## src/imu_spi_pkg.sv

```systemverilog
`default_nettype none

// Shared types and constants for the read-only IMU SPI slave
package imu_spi_pkg;

    // ------------------------------------------------------------------------
    // Data types
    // ------------------------------------------------------------------------

    // One signed sensor axis word as delivered by the sensor controller
    typedef logic signed [15:0] axis_t;

    // One byte of the outgoing SPI packet
    typedef logic [7:0] spi_byte_t;

    // Status flags with bit positions given by the FLAG_* constants below
    typedef logic [3:0] flags_t;

    // Packet byte counter wide enough to hold PACKET_BYTES as "past the end"
    typedef logic [4:0] byte_idx_t;

    // Bit position inside the byte currently on the wire
    typedef logic [2:0] bit_idx_t;

    // ------------------------------------------------------------------------
    // Packet format
    // ------------------------------------------------------------------------

    // Reads beyond the meaningful bytes of one packet return zero
    localparam int PACKET_BYTES = 16;

    // The first byte of every packet lets the MCU find the frame start
    localparam spi_byte_t HEADER_BYTE = 8'hA0;

    // Flag bit order inside flags_t and inside the last packet byte
    localparam int FLAG_QUAT_OK     = 0;
    localparam int FLAG_GYRO_OK     = 1;
    localparam int FLAG_INITIALIZED = 2;
    localparam int FLAG_ERROR       = 3;

endpackage

`default_nettype wire

```

## src/imu_sample_if.sv

```systemverilog
`default_nettype none

// Frozen sensor sample as seen by the packet serializer
// The contents only change while the SPI slave is not selected, so no
// handshake is needed between the snapshot store and its reader
interface imu_sample_if
    import imu_spi_pkg::*;
();

    // Quaternion components
    axis_t  quat_w;
    axis_t  quat_x;
    axis_t  quat_y;
    axis_t  quat_z;

    // Gyroscope axes
    axis_t  gyro_x;
    axis_t  gyro_y;
    axis_t  gyro_z;

    // Status flags in package bit order
    flags_t flags;

    // The snapshot store owns every field
    modport store (
        output quat_w, quat_x, quat_y, quat_z,
        output gyro_x, gyro_y, gyro_z,
        output flags
    );

    // The serializer only reads the fields
    modport read (
        input quat_w, quat_x, quat_y, quat_z,
        input gyro_x, gyro_y, gyro_z,
        input flags
    );

endinterface

`default_nettype wire

```

## src/spi_event_if.sv

```systemverilog
`default_nettype none

// SPI pin events after synchronization into the clk domain
interface spi_event_if;

    // High while the master holds ss_n low
    logic selected;

    // One-cycle pulse on the synchronized falling edge of ss_n
    logic sel_start;

    // One-cycle pulses on synchronized sck edges, only while selected
    logic sck_rise;
    logic sck_fall;

    // Driven by the pin synchronizer
    modport src (
        output selected, sel_start, sck_rise, sck_fall
    );

    // Used by the serializer and the snapshot store
    modport dst (
        input selected, sel_start, sck_rise, sck_fall
    );

endinterface

`default_nettype wire

```

## src/spi_pin_sync.sv

```systemverilog
`default_nettype none

// Brings sck and ss_n into the clk domain and turns them into event pulses
// An edge on a pin shows up on the event outputs SYNC_STAGES+1 cycles later
module spi_pin_sync #(
    parameter int SYNC_STAGES = 2
) (
    input  wire logic  clk,
    input  wire logic  cs_n,
    input  wire logic  sck,
    input  wire logic  ss_n,
    spi_event_if.src   ev
);

    // The pin enters each synchronizer chain at bit 0 and leaves at the top bit
    // SYNC_STAGES must be at least 2 for the chains to shift
    logic [SYNC_STAGES-1:0] sck_sync;
    logic [SYNC_STAGES-1:0] ss_sync;

    // Previous synchronized values for edge detection
    logic sck_prev;
    logic ss_prev;

    // Synchronized pin levels at the end of the chains
    logic sck_s;
    logic ss_s;

    assign sck_s = sck_sync[SYNC_STAGES-1];
    assign ss_s  = ss_sync[SYNC_STAGES-1];

    // ------------------------------------------------------------------------
    // Synchronizers and registered events
    // ------------------------------------------------------------------------

    always_ff @(posedge clk or posedge cs_n) begin
        if (cs_n) begin
            // Idle bus means sck low and the slave deselected
            sck_sync     <= '0;
            ss_sync      <= '1;
            sck_prev     <= 1'b0;
            ss_prev      <= 1'b1;
            ev.selected  <= 1'b0;
            ev.sel_start <= 1'b0;
            ev.sck_rise  <= 1'b0;
            ev.sck_fall  <= 1'b0;
        end else begin
            sck_sync <= {sck_sync[SYNC_STAGES-2:0], sck};
            ss_sync  <= {ss_sync[SYNC_STAGES-2:0], ss_n};
            sck_prev <= sck_s;
            ss_prev  <= ss_s;

            // Selection follows the synchronized chip select level
            ev.selected  <= ~ss_s;
            ev.sel_start <= ss_prev & ~ss_s;

            // Clock edges are ignored when the slave is not addressed
            ev.sck_rise <= ~ss_s & ~sck_prev & sck_s;
            ev.sck_fall <= ~ss_s & sck_prev & ~sck_s;
        end
    end

endmodule

`default_nettype wire

```

## src/sensor_snapshot.sv

```systemverilog
`default_nettype none

// Holds the last sample accepted from the sensor controller
// New samples are refused while the MCU reads a packet, so a packet is
// always built from one consistent sample
module sensor_snapshot
    import imu_spi_pkg::*;
(
    input  wire logic  clk,
    input  wire logic  cs_n,
    input  wire logic  sample_valid,
    output logic       sample_ready,
    input  wire axis_t quat_w,
    input  wire axis_t quat_x,
    input  wire axis_t quat_y,
    input  wire axis_t quat_z,
    input  wire axis_t gyro_x,
    input  wire axis_t gyro_y,
    input  wire axis_t gyro_z,
    input  wire flags_t flags_in,
    spi_event_if.dst   ev,
    imu_sample_if.store snap
);

    // A sample transfers on a clk edge with both valid and ready high
    logic accept;

    // Ready drops in the same cycle the transaction begins
    assign sample_ready = ~ev.selected;
    assign accept       = sample_valid & sample_ready;

    // ------------------------------------------------------------------------
    // Snapshot registers
    // ------------------------------------------------------------------------

    always_ff @(posedge clk or posedge cs_n) begin
        if (cs_n) begin
            // An empty snapshot reads out as a header followed by zeros
            snap.quat_w <= '0;
            snap.quat_x <= '0;
            snap.quat_y <= '0;
            snap.quat_z <= '0;
            snap.gyro_x <= '0;
            snap.gyro_y <= '0;
            snap.gyro_z <= '0;
            snap.flags  <= '0;
        end else if (accept) begin
            snap.quat_w <= quat_w;
            snap.quat_x <= quat_x;
            snap.quat_y <= quat_y;
            snap.quat_z <= quat_z;
            snap.gyro_x <= gyro_x;
            snap.gyro_y <= gyro_y;
            snap.gyro_z <= gyro_z;
            snap.flags  <= flags_in;
        end
        // Without a transfer the snapshot simply holds its contents
    end

endmodule

`default_nettype wire

```

## src/packet_serializer.sv

```systemverilog
`default_nettype none

// Shifts the 16-byte packet out MSB first in SPI mode 0
// The master samples on sck rising edges, so new bits are presented after
// each falling edge, starting only once the first bit has been sampled
module packet_serializer
    import imu_spi_pkg::*;
(
    input  wire logic  clk,
    input  wire logic  cs_n,
    spi_event_if.dst   ev,
    imu_sample_if.read snap,
    output logic       sdo,
    output logic       sdo_oe
);

    // Index of the byte currently in the shift register
    byte_idx_t byte_idx;

    // Number of bits of the current byte already shifted out
    bit_idx_t bit_idx;

    // Set after the first sck rise, which samples the header MSB
    logic rise_seen;

    // Byte on the wire whose MSB drives sdo
    spi_byte_t shift_reg;

    // Index and contents of the byte that follows the current one
    byte_idx_t next_idx;
    spi_byte_t next_byte;

    // The counter stops at PACKET_BYTES so long reads keep returning zero
    assign next_idx = (byte_idx == byte_idx_t'(PACKET_BYTES)) ? byte_idx : byte_idx + 5'd1;

    // ------------------------------------------------------------------------
    // Packet byte select
    // ------------------------------------------------------------------------

    always_comb begin
        case (next_idx)
            5'd0:    next_byte = HEADER_BYTE;
            // Quaternion words, high byte first
            5'd1:    next_byte = snap.quat_w[15:8];
            5'd2:    next_byte = snap.quat_w[7:0];
            5'd3:    next_byte = snap.quat_x[15:8];
            5'd4:    next_byte = snap.quat_x[7:0];
            5'd5:    next_byte = snap.quat_y[15:8];
            5'd6:    next_byte = snap.quat_y[7:0];
            5'd7:    next_byte = snap.quat_z[15:8];
            5'd8:    next_byte = snap.quat_z[7:0];
            // Gyroscope words, high byte first
            5'd9:    next_byte = snap.gyro_x[15:8];
            5'd10:   next_byte = snap.gyro_x[7:0];
            5'd11:   next_byte = snap.gyro_y[15:8];
            5'd12:   next_byte = snap.gyro_y[7:0];
            5'd13:   next_byte = snap.gyro_z[15:8];
            5'd14:   next_byte = snap.gyro_z[7:0];
            // Flags sit in the low nibble of the last byte
            5'd15:   next_byte = {4'b0000, snap.flags};
            default: next_byte = '0;
        endcase
    end

    // ------------------------------------------------------------------------
    // Shift control
    // ------------------------------------------------------------------------

    always_ff @(posedge clk or posedge cs_n) begin
        if (cs_n) begin
            byte_idx  <= '0;
            bit_idx   <= '0;
            rise_seen <= 1'b0;
            shift_reg <= '0;
            sdo_oe    <= 1'b0;
        end else begin
            // The output driver follows selection with one cycle of delay
            sdo_oe <= ev.selected;

            if (ev.sel_start) begin
                // Every transaction restarts at the header, aborted or not
                byte_idx  <= '0;
                bit_idx   <= '0;
                rise_seen <= 1'b0;
                shift_reg <= HEADER_BYTE;
            end else if (!ev.selected) begin
                // Park the data line low between transactions
                rise_seen <= 1'b0;
                shift_reg <= '0;
            end else begin
                if (ev.sck_rise) begin
                    rise_seen <= 1'b1;
                end

                // A falling edge before any rise leaves the header MSB in place
                if (ev.sck_fall && rise_seen) begin
                    if (bit_idx == 3'd7) begin
                        byte_idx  <= next_idx;
                        bit_idx   <= '0;
                        shift_reg <= next_byte;
                    end else begin
                        bit_idx   <= bit_idx + 3'd1;
                        shift_reg <= {shift_reg[6:0], 1'b0};
                    end
                end
            end
        end
    end

    assign sdo = shift_reg[7];

endmodule

`default_nettype wire

```

## src/imu_spi_slave.sv

```systemverilog
`default_nettype none

// Read-only SPI slave that hands the latest IMU sample to an MCU
// All logic runs on clk, which must be at least eight times the sck rate
module imu_spi_slave
    import imu_spi_pkg::*;
#(
    parameter int SYNC_STAGES = 2
) (
    input  wire logic  clk,
    input  wire logic  cs_n,

    // The master drives the sck and ss_n pins
    input  wire logic  sck,
    input  wire logic  ss_n,
    output logic       sdo,
    output logic       sdo_oe,

    // Sample handover from the sensor controller
    input  wire logic  sample_valid,
    output logic       sample_ready,
    input  wire axis_t quat_w,
    input  wire axis_t quat_x,
    input  wire axis_t quat_y,
    input  wire axis_t quat_z,
    input  wire axis_t gyro_x,
    input  wire axis_t gyro_y,
    input  wire axis_t gyro_z,
    input  wire logic  quat_ok,
    input  wire logic  gyro_ok,
    input  wire logic  initialized,
    input  wire logic  error
);

    // Status inputs gathered into the packet flag layout
    flags_t status_flags;

    always_comb begin
        status_flags                   = '0;
        status_flags[FLAG_QUAT_OK]     = quat_ok;
        status_flags[FLAG_GYRO_OK]     = gyro_ok;
        status_flags[FLAG_INITIALIZED] = initialized;
        status_flags[FLAG_ERROR]       = error;
    end

    // ------------------------------------------------------------------------
    // Internal buses
    // ------------------------------------------------------------------------

    spi_event_if  spi_ev ();
    imu_sample_if sample ();

    // ------------------------------------------------------------------------
    // Datapath
    // ------------------------------------------------------------------------

    // Pin events arrive SYNC_STAGES+1 cycles after the pin edge
    spi_pin_sync #(
        .SYNC_STAGES (SYNC_STAGES)
    ) spi_pin_sync_inst (
        .clk  (clk),
        .cs_n (cs_n),
        .sck  (sck),
        .ss_n (ss_n),
        .ev   (spi_ev)
    );

    sensor_snapshot sensor_snapshot_inst (
        .clk          (clk),
        .cs_n         (cs_n),
        .sample_valid (sample_valid),
        .sample_ready (sample_ready),
        .quat_w       (quat_w),
        .quat_x       (quat_x),
        .quat_y       (quat_y),
        .quat_z       (quat_z),
        .gyro_x       (gyro_x),
        .gyro_y       (gyro_y),
        .gyro_z       (gyro_z),
        .flags_in     (status_flags),
        .ev           (spi_ev),
        .snap         (sample)
    );

    // The serializer adds one more register stage before sdo
    packet_serializer packet_serializer_inst (
        .clk    (clk),
        .cs_n   (cs_n),
        .ev     (spi_ev),
        .snap   (sample),
        .sdo    (sdo),
        .sdo_oe (sdo_oe)
    );

endmodule

`default_nettype wire

```

## config.mk

```make
export PLATFORM = sky130hd
export DESIGN_NAME = imu_spi_slave
export DESIGN_NICKNAME = d
export VERILOG_FILES = /design/src/imu_spi_pkg.sv /design/src/imu_sample_if.sv /design/src/spi_event_if.sv /design/src/spi_pin_sync.sv /design/src/sensor_snapshot.sv /design/src/packet_serializer.sv /design/src/imu_spi_slave.sv
export SDC_FILE = /design/constraint.sdc
export NUM_CORES = 1
export LEC_CHECK = 0
export ABC_AREA = 1
export BUFFER_PORTS_ARGS = -buffer_cell sky130_fd_sc_hd__buf_4
export CORE_ASPECT_RATIO = 1.4
export CORE_MARGIN = 8
export CORE_UTILIZATION = 50
export DETAILED_ROUTE_END_ITERATION = 8
export HOLD_SLACK_MARGIN = 0.02
export PLACE_DENSITY = 0.7
export SLEW_MARGIN = 15
export SYNTH_ARGS = -nofsm -noshare
export SYNTH_HDL_FRONTEND = slang
export SYNTH_SLANG_ARGS = --single-unit
```

## constraint.sdc

```tcl
create_clock -name clk -period 10.34 [get_ports clk]
set_input_delay 1.551 -clock clk [delete_from_list [all_inputs] [get_ports clk]]
set_output_delay 1.551 -clock clk [all_outputs]
set_load 0.02 [all_outputs]
```

==> impl_results.md <==
- Synth Warn #: 0
- CP dominant cell by count: nand2_1
- RePlAce Congestion: around 0.84
- Grt total ovfl: 0
- Fin. Hold Viols: 0
- Worst path max stage delay: around 0.58 ns
- Data arrival, critical path: between 3 and 4 ns
- Area Overhead vs Synth: 24.0%
- Sink Count: about 140
- GR met2 Demand/Resource: between 30% and 40%
- Initial antenna violation count: 0
- Clk_skew: roughly 0.016 ns
- CP Cell Sequence: inv_1 > ha_1 > nand2_1 > clkinv_1 > nand2_4 > o21ai_2 > buf_4 > nand2_1 > nor2_1 > nand2_1 > nand3_1 > nor2_1 > nand2_1 > nand2_1 > nand2_1 > nand2_1 > nand2_1
- Dpl ws: 6.81 ns
- Power, Total: between 1000 and 1500 uW
- DIE AREA: between 15,000 and 20,000 um2
- Worst hold endpoint: spi_pin_sync_inst.sck_sync[1]$_DFF_PP0_
- Seq cells post-synth: 144
- Clock transition at the registers of the reported paths: roughly 0.060 ns
- Slowest cell on the critical path: o21ai_2
- Netlist cell types: 33
- Setup crit start: packet_serializer_inst.byte_idx[0]$_DFFE_PP0P_
- RR Startpoint: packet_serializer_inst.byte_idx[0]$_DFFE_PP0P_
- Final Setup Violations: 0
- Post-DP HPWL: around 12,000 um
- CTS tree: built
- Slew headroom: 44.0%
- Clock buffer depth: 2
- H-tree levels: 4
- Fmax: 319 MHz
- Final #Nets: around 900
- Mean Syn Cell Area: just over 10 um2
- Status: complete, no violations
- Crit Path Class: reg -> reg
- Iter 0 DRT Violations: approximately 270
- CP required: roughly 11 ns
- All-Layer GR Usage: 19.4%
- Post-route cell area: around 8500 um2
- Mapped cell area: about 7000 um2
- Vias in the first global route: around 5,500
- Leakage power: between 0.004 and 0.005 uW
- Ant diodes: 0
- R2R Setup Slk: 7.21 ns
- Pin count of the biggest net entering global routing: 78
- Starting Density: between 50% and 60%
- Max Transition Viols Final: 0
- Yosys top cell area share: 51.7%
- First-pass GRT wire length: between 20,000 and 30,000 um
- Least-Margin Pin Slew: between 0.8 and 0.9 ns
- HP Class: reg -> reg
- Post-synth top flop: dfrtp_1
- Share of cells above drive strength 1: 38.3%
- Final period util: 30.3%
- Die Y: ~150 um
- Hold path startpoint: spi_pin_sync_inst.sck_sync[0]$_DFF_PP0_
- Max_cap viols: 0
- Placed Instance Area: just under 8000 um2
- Hold Buf Count CTS: 0
- DRC viols: 0
- Drt total wl: 16,400 um
- IO Pins: approximately 120
- Syn_nets: around 790
- FF-to-FF path depth: 17
- CORE AREA: 13,300 um2
- Syn Inst Count: 663
- Final setup TNS: 0 ns
- Area contributors post-synth: dfrtp_1 52%, mux2_2 18%, nand2_1 8.3%, nand4_1 5.3%, nor2_1 2.8%
- Average routed wire per standard cell: 16.9 um
- Met3 Use GR: 4.25%
- Root Buffer: clkbuf_16
- P per Cell Area: approximately 170 nW/um2
- CP Launch Type: flop
- CTS resizes: 0
- Final WS setup: between 7 and 8 ns
- Clk_lat worst skew: 0.42 ns
- Gr busiest metal: met2
- Worst Path Max Fanout: 16
- Max VDD drop: around 0.11 mV
- Number of flops mapped to enable cells by yosys: 0
- Reg-to-reg endpoint: packet_serializer_inst.shift_reg[5]$_DFFE_PP0P_
- Routing usage on met1: ~22%
- Number of nets with antenna violations after routing: 0
- Rows: 50
- Post-synth ARST share: 100%
- RSZ-0062 raised after global routing: no
- Detailed-route via count: 5,204
- Crit end category: flop
- Fin crit period: 3.13 ns
- # Post-CTS Setup Buffers: 0
- 1st-pass router iterations: 4
- Area leader, netlist: dfrtp_1
- Port buffer count: 123
- Vias per cell: 5.34
- CTS buffer count: 17
- Seq/Total Area, Yosys: a little over half
- Hold depth: 0
- Die Wd: between 100 and 150 um
[routing by layer]
| layer | vias up | share of wire, % |
|---|---|---|
| met4 | 0 | 1.8 |
| li1 | 2491 | - |
| met3 | 20 | 4.3 |
| met5 | - | 0 |
| met1 | 2565 | 39 |
| met2 | 128 | 55 |
[worst max-delay path by stage]
| stage | endpoint |
|---|---|
| CTS | packet_serializer_inst.shift_reg[5]$_DFFE_PP0P_ |
| finish | packet_serializer_inst.shift_reg[5]$_DFFE_PP0P_ |
| floorplan | packet_serializer_inst.bit_idx[0]$_DFFE_PP0P_ |
| detailed placement | sensor_snapshot_inst.snap.quat_x[14]$_DFFE_PP0P_ |
| global route | packet_serializer_inst.shift_reg[5]$_DFFE_PP0P_ |
| global placement | sensor_snapshot_inst.snap.quat_x[3]$_DFFE_PP0P_ |
[power breakdown]
group | switching (uW) | internal (uW) | leakage (uW)
Sequential | 38.2 | 634 | 0.00172
Clock | 235 | 386 | 0.000297
Combinational | 54.6 | 88.6 | 0.00206
[kinds of logic after synthesis]
group | count (synthesis) | synth area share [%]
simple gates | 304 | 20.9
fa+ha+maj | 4 | 0.734
flops | 144 | 52.9
buf+inv | 70 | 4.64
compound gates | 32 | 2.82
mux | 109 | 18.0
[cell usage after synthesis (all sizes together) (2+ instances only)]
cell,n
a21oi,12
a22o,2
a32o,2
buf,25
clkbuf,6
dfrtp,141
dfstp,3
ha,4
inv,38
mux2,109
nand2,158
nand3,21
nand4,58
nor2,62
nor3b,2
o21ai,11
o22ai,4
[per-stage QoR]
step                      std cells  utilization (%)  hold WS (ns)
after CTS                       974             63.5         0.351
after global routing            974             63.5         0.359
after floorplan                 663                -         0.331
after global placement          942             58.9         0.340
final                           974             63.5         0.345
after detailed placement        942             58.9         0.340
[area by class of cell]
class / instances / area (um2)
Timing Repair Buffer: 128 / 961
Multi-Input combinational cell: 449 / 2910
Clock buffer: 19 / 443
Inverter: 39 / 151
Tap cell: 182 / 228
Sequential cell: 144 / 3610
Clock inverter: 13 / 161
Fill cell: 1113 / 4870
[critical path: cells and delay by family (launching register included)]
| kind | cells | cell delay [ns] |
|---|---|---|
| adder cells (fa/ha/maj) | 1 | 0.17 |
| flip-flops | 1 | 0.45 |
| AND/OR/NAND/NOR | 12 | 1.27 |
| buffers and inverters | 3 | 0.60 |
| AO/OA/AOI/OAI | 1 | 0.58 |
[cells in the final DEF (no fill, tap or decap), types with 3 or more instances in the layout]
| cell | n |
|---|---|
| dfrtp_1 | 141 |
| nor2_1 | 51 |
| bufinv_16 | 3 |
| inv_6 | 3 |
| a21oi_1 | 12 |
| ha_1 | 4 |
| nand3_1 | 19 |
| buf_4 | 128 |
| nor2_4 | 7 |
| inv_2 | 8 |
| inv_1 | 29 |
| clkinv_4 | 3 |
| nand2_4 | 3 |
| nand4_1 | 58 |
| clkinv_2 | 4 |
| nand2_1 | 150 |
| dfstp_2 | 3 |
| mux2_2 | 109 |
| o22ai_1 | 4 |
| nand2_2 | 5 |
| clkbuf_16 | 17 |
| o21ai_1 | 8 |
| nor2_2 | 4 |
Power figures use the tool's default switching activity.
